$ cat src/rtl/aftabExecutePkg.sv
// ********************
// execute slice shared definitions
// widths, select codes and the instruction word views
// ********************

package aftabExecutePkg;

    // widths
    localparam int xlenDefault   = 32;
    localparam int instrWidth    = 32;
    localparam int regIndexWidth = 5;

    // immediate format
    localparam logic [1:0] immSelI = 2'd0;
    localparam logic [1:0] immSelS = 2'd1;
    localparam logic [1:0] immSelU = 2'd2;

    // logic unit operation
    localparam logic [1:0] logicAnd = 2'd0;
    localparam logic [1:0] logicOr  = 2'd1;
    localparam logic [1:0] logicXor = 2'd2;

    // barrel shifter direction and fill
    localparam logic [1:0] shiftLeft         = 2'd0;
    localparam logic [1:0] shiftRightLogical = 2'd1;
    localparam logic [1:0] shiftRightArith   = 2'd2;

    // write-back source
    localparam logic [1:0] resultArith = 2'd0;
    localparam logic [1:0] resultLogic = 2'd1;
    localparam logic [1:0] resultShift = 2'd2;
    localparam logic [1:0] resultImm   = 2'd3;

    // one instruction word seen as I/U layout or as S layout
    typedef union packed {
        struct packed {
            logic [11:0] immHigh;
            logic [4:0]  rs1;
            logic [2:0]  funct3;
            logic [4:0]  rd;
            logic [6:0]  opcode;
        } iView;
        struct packed {
            logic [6:0] immUpper;
            logic [4:0] rs2;
            logic [4:0] rs1;
            logic [2:0] funct3;
            logic [4:0] immLower;
            logic [6:0] opcode;
        } sView;
    } instrWord_u;

endpackage

$ cat src/rtl/instructionDecode.sv
// ********************
// instruction register and immediate generator
// for the I, S and U formats
// ********************
`timescale 1ns/1ps

module instructionDecode #(
    parameter int xlen = 32
) (
    input  logic                                    clk,
    input  logic                                    reset,
    input  logic                                    ldIR,
    input  logic [aftabExecutePkg::instrWidth-1:0]  instrIn,
    input  logic [1:0]                              immSel,
    output logic [aftabExecutePkg::regIndexWidth-1:0] rs1Index,
    output logic [aftabExecutePkg::regIndexWidth-1:0] rs2Index,
    output logic [aftabExecutePkg::regIndexWidth-1:0] rdIndex,
    output logic [xlen-1:0]                         immediate
);

    aftabExecutePkg::instrWord_u instrReg;

    logic signed [11:0] immI;
    logic signed [11:0] immS;
    logic signed [31:0] immU;

    // instruction register
    always_ff @(posedge clk) begin
        if (reset) begin
            instrReg <= '0;
        end else if (ldIR) begin
            instrReg <= instrIn;
        end
    end

    // register indices through the matching view
    assign rs1Index = instrReg.iView.rs1;
    assign rs2Index = instrReg.sView.rs2;
    assign rdIndex  = instrReg.iView.rd;

    // ********************
    // immediate formats
    // ********************
    assign immI = instrReg.iView.immHigh;
    assign immS = {instrReg.sView.immUpper, instrReg.sView.immLower};
    // upper twenty bits, low twelve cleared
    assign immU = {instrReg.iView.immHigh, instrReg.iView.rs1, instrReg.iView.funct3, 12'b0};

    // signed casts extend from the format's top bit
    always_comb begin
        case (immSel)
            aftabExecutePkg::immSelI: immediate = xlen'(immI);
            aftabExecutePkg::immSelS: immediate = xlen'(immS);
            aftabExecutePkg::immSelU: immediate = xlen'(immU);
            default:                  immediate = '0;
        endcase
    end

endmodule

$ cat src/rtl/registerBank.sv
// ********************
// register file, second operand mux and write-back select
// ********************
`timescale 1ns/1ps

module registerBank #(
    parameter int xlen = 32
) (
    input  logic                                      clk,
    input  logic                                      reset,
    input  logic                                      writeRegFile,
    input  logic                                      selImm,
    input  logic [aftabExecutePkg::regIndexWidth-1:0] rs1Index,
    input  logic [aftabExecutePkg::regIndexWidth-1:0] rs2Index,
    input  logic [aftabExecutePkg::regIndexWidth-1:0] rdIndex,
    input  logic [xlen-1:0]                           immediate,
    input  logic [xlen-1:0]                           arithResult,
    input  logic [xlen-1:0]                           logicResult,
    input  logic [xlen-1:0]                           shiftResult,
    input  logic [1:0]                                resultSel,
    output logic [xlen-1:0]                           operandA,
    output logic [xlen-1:0]                           operandB,
    output logic [xlen-1:0]                           writeData
);

    localparam int numRegs = 1 << aftabExecutePkg::regIndexWidth;

    // x0 has no storage
    logic [xlen-1:0] regFile [1:numRegs-1];

    logic [xlen-1:0] readPort2;
    logic            writeEnable;

    // ********************
    // write port
    // ********************
    assign writeEnable = writeRegFile && (rdIndex != '0);

    always_ff @(posedge clk) begin
        if (reset) begin
            for (int i = 1; i < numRegs; i++) begin
                regFile[i] <= '0;
            end
        end else if (writeEnable) begin
            regFile[rdIndex] <= writeData;
        end
    end

    // ********************
    // read ports
    // ********************
    // index zero reads as zero
    assign operandA  = (rs1Index == '0) ? '0 : regFile[rs1Index];
    assign readPort2 = (rs2Index == '0) ? '0 : regFile[rs2Index];

    // register or immediate as second operand
    assign operandB = selImm ? immediate : readPort2;

    // write-back source
    always_comb begin
        case (resultSel)
            aftabExecutePkg::resultArith: writeData = arithResult;
            aftabExecutePkg::resultLogic: writeData = logicResult;
            aftabExecutePkg::resultShift: writeData = shiftResult;
            aftabExecutePkg::resultImm:   writeData = immediate;
            default:                      writeData = '0;
        endcase
    end

endmodule

$ cat src/rtl/arithmeticUnit.sv
// ********************
// adder/subtractor and signed/unsigned comparator
// ********************
`timescale 1ns/1ps

module arithmeticUnit #(
    parameter int xlen = 32
) (
    input  logic [xlen-1:0] operandA,
    input  logic [xlen-1:0] operandB,
    input  logic            addSubBar,
    input  logic            compareSigned,
    output logic [xlen-1:0] arithResult,
    output logic            lt,
    output logic            eq,
    output logic            gt
);

    logic [xlen-1:0] operandBMod;

    // subtract as a + ~b + 1
    assign operandBMod = operandB ^ {xlen{addSubBar}};
    assign arithResult = operandA + operandBMod + xlen'(addSubBar);

    // ********************
    // comparator
    // ********************
    assign eq = (operandA == operandB);

    // less and greater in the same compare mode
    always_comb begin
        if (compareSigned) begin
            lt = $signed(operandA) < $signed(operandB);
            gt = $signed(operandA) > $signed(operandB);
        end else begin
            lt = operandA < operandB;
            gt = operandA > operandB;
        end
    end

endmodule

$ cat src/rtl/logicShiftUnit.sv
// ********************
// and/or/xor logic unit and barrel shifter
// ********************
`timescale 1ns/1ps

module logicShiftUnit #(
    parameter int xlen = 32
) (
    input  logic [xlen-1:0] operandA,
    input  logic [xlen-1:0] operandB,
    input  logic [1:0]      selLogic,
    input  logic [1:0]      selShift,
    output logic [xlen-1:0] logicResult,
    output logic [xlen-1:0] shiftResult
);

    // five bits at 32, six at 64
    localparam int shamtWidth = $clog2(xlen);

    logic [shamtWidth-1:0] shiftAmount;
    logic [xlen-1:0]       stageVal;

    // logic unit
    always_comb begin
        case (selLogic)
            aftabExecutePkg::logicAnd: logicResult = operandA & operandB;
            aftabExecutePkg::logicOr:  logicResult = operandA | operandB;
            aftabExecutePkg::logicXor: logicResult = operandA ^ operandB;
            default:                   logicResult = '0;
        endcase
    end

    // ********************
    // barrel shifter
    // ********************
    assign shiftAmount = operandB[shamtWidth-1:0];

    // stage s moves by 2**s positions
    always_comb begin
        stageVal = operandA;
        for (int s = 0; s < shamtWidth; s++) begin
            if (shiftAmount[s]) begin
                case (selShift)
                    aftabExecutePkg::shiftLeft:         stageVal = stageVal << (1 << s);
                    aftabExecutePkg::shiftRightLogical: stageVal = stageVal >> (1 << s);
                    aftabExecutePkg::shiftRightArith:   stageVal = $signed(stageVal) >>> (1 << s);
                    default:                            stageVal = stageVal;
                endcase
            end
        end
    end

    assign shiftResult = stageVal;

endmodule

$ cat src/rtl/aftabExecute.sv
// ********************
// integer execute engine
// decode, operands, arithmetic and logic/shift side by side
// ********************
`timescale 1ns/1ps

module aftabExecute #(
    parameter int xlen = aftabExecutePkg::xlenDefault
) (
    input  logic                                   clk,
    input  logic                                   reset,
    input  logic                                   ldIR,
    input  logic                                   writeRegFile,
    input  logic                                   selImm,
    input  logic                                   addSubBar,
    input  logic                                   compareSigned,
    input  logic [aftabExecutePkg::instrWidth-1:0] instrIn,
    input  logic [1:0]                             immSel,
    input  logic [1:0]                             selLogic,
    input  logic [1:0]                             selShift,
    input  logic [1:0]                             resultSel,
    output logic [xlen-1:0]                        writeData,
    output logic                                   lt,
    output logic                                   eq,
    output logic                                   gt
);

    logic [aftabExecutePkg::regIndexWidth-1:0] rs1Index;
    logic [aftabExecutePkg::regIndexWidth-1:0] rs2Index;
    logic [aftabExecutePkg::regIndexWidth-1:0] rdIndex;
    logic [xlen-1:0] immediate;
    logic [xlen-1:0] operandA;
    logic [xlen-1:0] operandB;
    logic [xlen-1:0] arithResult;
    logic [xlen-1:0] logicResult;
    logic [xlen-1:0] shiftResult;

    instructionDecode #(.xlen(xlen)) u_decode (
        .clk      (clk),
        .reset    (reset),
        .ldIR     (ldIR),
        .instrIn  (instrIn),
        .immSel   (immSel),
        .rs1Index (rs1Index),
        .rs2Index (rs2Index),
        .rdIndex  (rdIndex),
        .immediate(immediate)
    );

    registerBank #(.xlen(xlen)) u_regBank (
        .clk         (clk),
        .reset       (reset),
        .writeRegFile(writeRegFile),
        .selImm      (selImm),
        .rs1Index    (rs1Index),
        .rs2Index    (rs2Index),
        .rdIndex     (rdIndex),
        .immediate   (immediate),
        .arithResult (arithResult),
        .logicResult (logicResult),
        .shiftResult (shiftResult),
        .resultSel   (resultSel),
        .operandA    (operandA),
        .operandB    (operandB),
        .writeData   (writeData)
    );

    // both units see the same operands
    arithmeticUnit #(.xlen(xlen)) u_arith (
        .operandA     (operandA),
        .operandB     (operandB),
        .addSubBar    (addSubBar),
        .compareSigned(compareSigned),
        .arithResult  (arithResult),
        .lt           (lt),
        .eq           (eq),
        .gt           (gt)
    );

    logicShiftUnit #(.xlen(xlen)) u_logicShift (
        .operandA   (operandA),
        .operandB   (operandB),
        .selLogic   (selLogic),
        .selShift   (selShift),
        .logicResult(logicResult),
        .shiftResult(shiftResult)
    );

endmodule

$ cat config.mk
export PLATFORM = sky130hd
export DESIGN_NAME = aftabExecute
export DESIGN_NICKNAME = d
export VERILOG_FILES = /design/src/rtl/aftabExecutePkg.sv /design/src/rtl/instructionDecode.sv /design/src/rtl/registerBank.sv /design/src/rtl/arithmeticUnit.sv /design/src/rtl/logicShiftUnit.sv /design/src/rtl/aftabExecute.sv
export SDC_FILE = /design/constraint.sdc
export NUM_CORES = 2
export LEC_CHECK = 0
export BUFFER_PORTS_ARGS = -buffer_cell sky130_fd_sc_hd__buf_4
export CAP_MARGIN = 25
export CORE_AREA = 3 3 402 404
export DETAILED_ROUTE_END_ITERATION = 8
export DIE_AREA = 0 0 405 407
export SYNTH_ARGS = -nofsm -noshare
export SYNTH_HDL_FRONTEND = slang
export SYNTH_SLANG_ARGS = --single-unit
$ cat constraint.sdc
create_clock -name clk -period 6.7 [get_ports clk]
set_input_delay 0 -clock clk [delete_from_list [all_inputs] [get_ports clk]]
set_output_delay 0 -clock clk [all_outputs]
set_load 0.02 [all_outputs]
==> impl_metrics.tcl <==
set metrics [dict create \
    run_status "complete, but fails checks" \
    peakVddDrop_mv 0.245 \
    postSynthAreaPerCell_um2 12.2 \
    fillCellCount 13944 \
    yosysUniqueCellTypes 101 \
    p_clk_share_pct 30.5 \
    via_per_inst 7.17 \
    final_cell_mix "1024 x edfxtp_1, 714 x nor2_1, 531 x buf_4" \
    power_density_nw_per_um2 278 \
    total_power_mw 21.3 \
    yosys_most_used_dff "edfxtp_1" \
    clkSinkCount 1059 \
    maxCapViolCount 0 \
    path_clk_slew_ns 0.06 \
    slew_viol_final 0 \
    finClkSkew_ns 0.0905 \
    drtIter0Drc 10205 \
    synth_area_leaders "edfxtp_1 48%, mux4_2 16%, mux2i_1 5.4%, nor2_1 4.2%, a21oi_1 2.6%" \
    final_hold_viol_count 0 \
    seq_power_share_pct 36.4 \
    synth_area_leader_cell "edfxtp_1" \
    firstDrtPassIters 7 \
    cts_buffer_depth 3 \
    yosysSeqAreaShare_pct 48.6 \
    port_buffers 74 \
    start_kind "flop" \
    clkLatencyLatePin_ns 0.81 \
    fin_util_pct 48.3 \
    hold_path_class "input pin to flop" \
    p_leak_nw 27.0 \
    grt-ovfl-total 0 \
    antenna_found_initial 23 \
    synth-seq-cells 1059 \
    die-area_um2 165000 \
    grt_pass1_wl_mm 437 \
    pre_cts_ws_ns 0.448 \
    placed_area_um2 71100 \
    final_common_cell "edfxtp_1" \
    synthCells 5287 \
    synth_top_area_share_pct 47.6 \
    yosysWarnings 0 \
    layout_setup_ws_ns -0.0131 \
    routed_wirelength_mm 328 \
    ant_nets 0 \
    fmax_ghz 0.149 \
    criticalPathCategory "flop to output port" \
    grt_pass1_vias 52991 \
    place_hpwl_mm 215 \
    cts_tree "done" \
    numCtsBuffers 113 \
    drive_gt1_share_pct 26.6 \
    routabilityCongestion 1.09 \
    rsz0062_at_grt "true" \
    finalSetupViolations 1 \
    multi_input_area_um2 31200 \
    regArea_um2 31500 \
    ctsRootBufferMaster "clkbuf_16" \
    combPwrFrac_pct 33.2 \
    hold_start "instrIn[9]" \
    p_switching_mw 7.72 \
    arrival_ns 6.71 \
    worst_setup_path_end_kind "output port" \
    nets 5780 \
    fp.dieH_um 407 \
    vias 55781 \
    fin_crit_sh_pct 100 \
    slew_headroom_pct 22.3 \
    syn_to_final_growth_pct 18.2 \
    core_area_um2 158000 \
    fin_crit_ns 6.71 \
    grt_max_degree 57 \
    drc 0 \
    io_pins 82 \
    postLayoutCellArea_um2 76400 \
    synthesis.area_um2 64700 \
    intPower_mw 13.6 \
    grt_use_total_pct 38.7 \
    synth_edf_count 1024 \
    fp.dieW_um 405 \
    h-tree-depth 3 \
    initial_core_util_pct 40.9 \
    tightest_slew_ns 1.17 \
    swShare_pct 36.3 \
    rows 146 \
    path_max_fanout 32 \
    async_reset_ff_share_pct 0 \
    wl_per_cell_um 42.1 \
    failed_checks "setup timing" \
    critPathRequiredTime_ns 6.70 \
]
kinds of logic after synthesis:
family / synth area share [%]
DFF: 48.6
and+or+nand+nor: 10.8
other: 0.00580
muxes: 21.6
buffers and inverters: 4.46
adders and majority gates: 2.47
AOI/OAI and AO/OA: 11.3
xor gates and xnor gates: 0.718
per-layer routing:
layer	vias up	part of all wire (%)	track usage (%)
met5	-	0.090	0
met4	20	9.8	28.7
met3	1358	16	14.7
met2	5247	41	55.6
met1	27844	33	47.3
li1	21312	-	-
Yosys cell counts, types with 33 or more instances:
| cell | n |
|---|---|
| a21o_1 | 49 |
| a21oi_1 | 337 |
| a22oi_1 | 113 |
| a31oi_1 | 41 |
| buf_1 | 36 |
| buf_2 | 125 |
| clkbuf_1 | 321 |
| dfxtp_1 | 35 |
| edfxtp_1 | 1024 |
| ha_1 | 126 |
| inv_1 | 105 |
| mux2i_1 | 347 |
| mux4_2 | 458 |
| nand2_1 | 199 |
| nand2b_1 | 49 |
| nand3_1 | 77 |
| nor2_1 | 724 |
| nor3_1 | 227 |
| o211ai_1 | 46 |
| o21ai_0 | 84 |
| o22ai_1 | 81 |
| xor2_1 | 33 |
flip-flops by register name (all words and copies together) (netlist names), named ones only:
name,count
u_regBank.regFile,1024
u_decode.instrReg,25
final timing paths:
path	slack, ns	cells past startpoint	end
worst max-delay path	-0.01	16	writeData[18]
worst min-delay path	0.09	4	u_decode.instrReg[9]
worst max register to register	0.55	21	u_regBank.regFile[13][26]
worst min register to register	0.57	2	flop
critical path: stages, from the launching register on:
cell and delay (ns):
dfxtp_4 0.57, buf_12 0.28, buf_6 0.32, nand2b_1 0.36, o22ai_1 0.14, o21ai_0 0.33
and4_1 1.01, inv_1 0.50, o211ai_1 0.46, o211ai_1 0.29, a2111oi_2 0.52, buf_4 0.21
o41a_1 0.17, o221ai_2 0.14, buf_12 0.20, inv_1 0.12, buf_4 0.15
layout make-up:
class,instances,share of cell area [%]
multi-input cells,3609,40.9
flip-flops and latches,1059,41.2
inverters,114,0.566
diodes,11,0.0360
clock inverters,72,1.07
repair buffers,709,9.05
well taps,2072,3.39
clock buffers,135,3.81
through the flow:
step,setup TNS [ns],cells,hold slack (ns)
after CTS,0,7742,0.0778
after global placement,0,7454,0.235
after detailed placement,0,7457,0.246
after floorplan,0,5318,0.147
after global routing,-0.135,7770,0.126
final,-0.0131,7781,0.0913
power groups by stage:
stage	sequential (mW)	clock, mW	combinational (mW)
3_3_place_gp	7.84	0	6.40
6_report	7.73	6.48	7.05
3_5_place_dp	7.86	0	6.39
5_1_grt	7.75	6.73	7.16
4_1_cts	7.72	6.47	6.50
2_1_floorplan	7.76	0	3.31
timing repair:
item	4_1_cts	5_1_grt
hold buffers	64	0
endpoints found under the hold margin	35	0
resized for setup	19	60
endpoints found under the setup margin	14	23
gates cloned	4	11
buffers inserted	10	11
pin swaps	1	11
No activity file was read; power rests on OpenSTA's default activity.
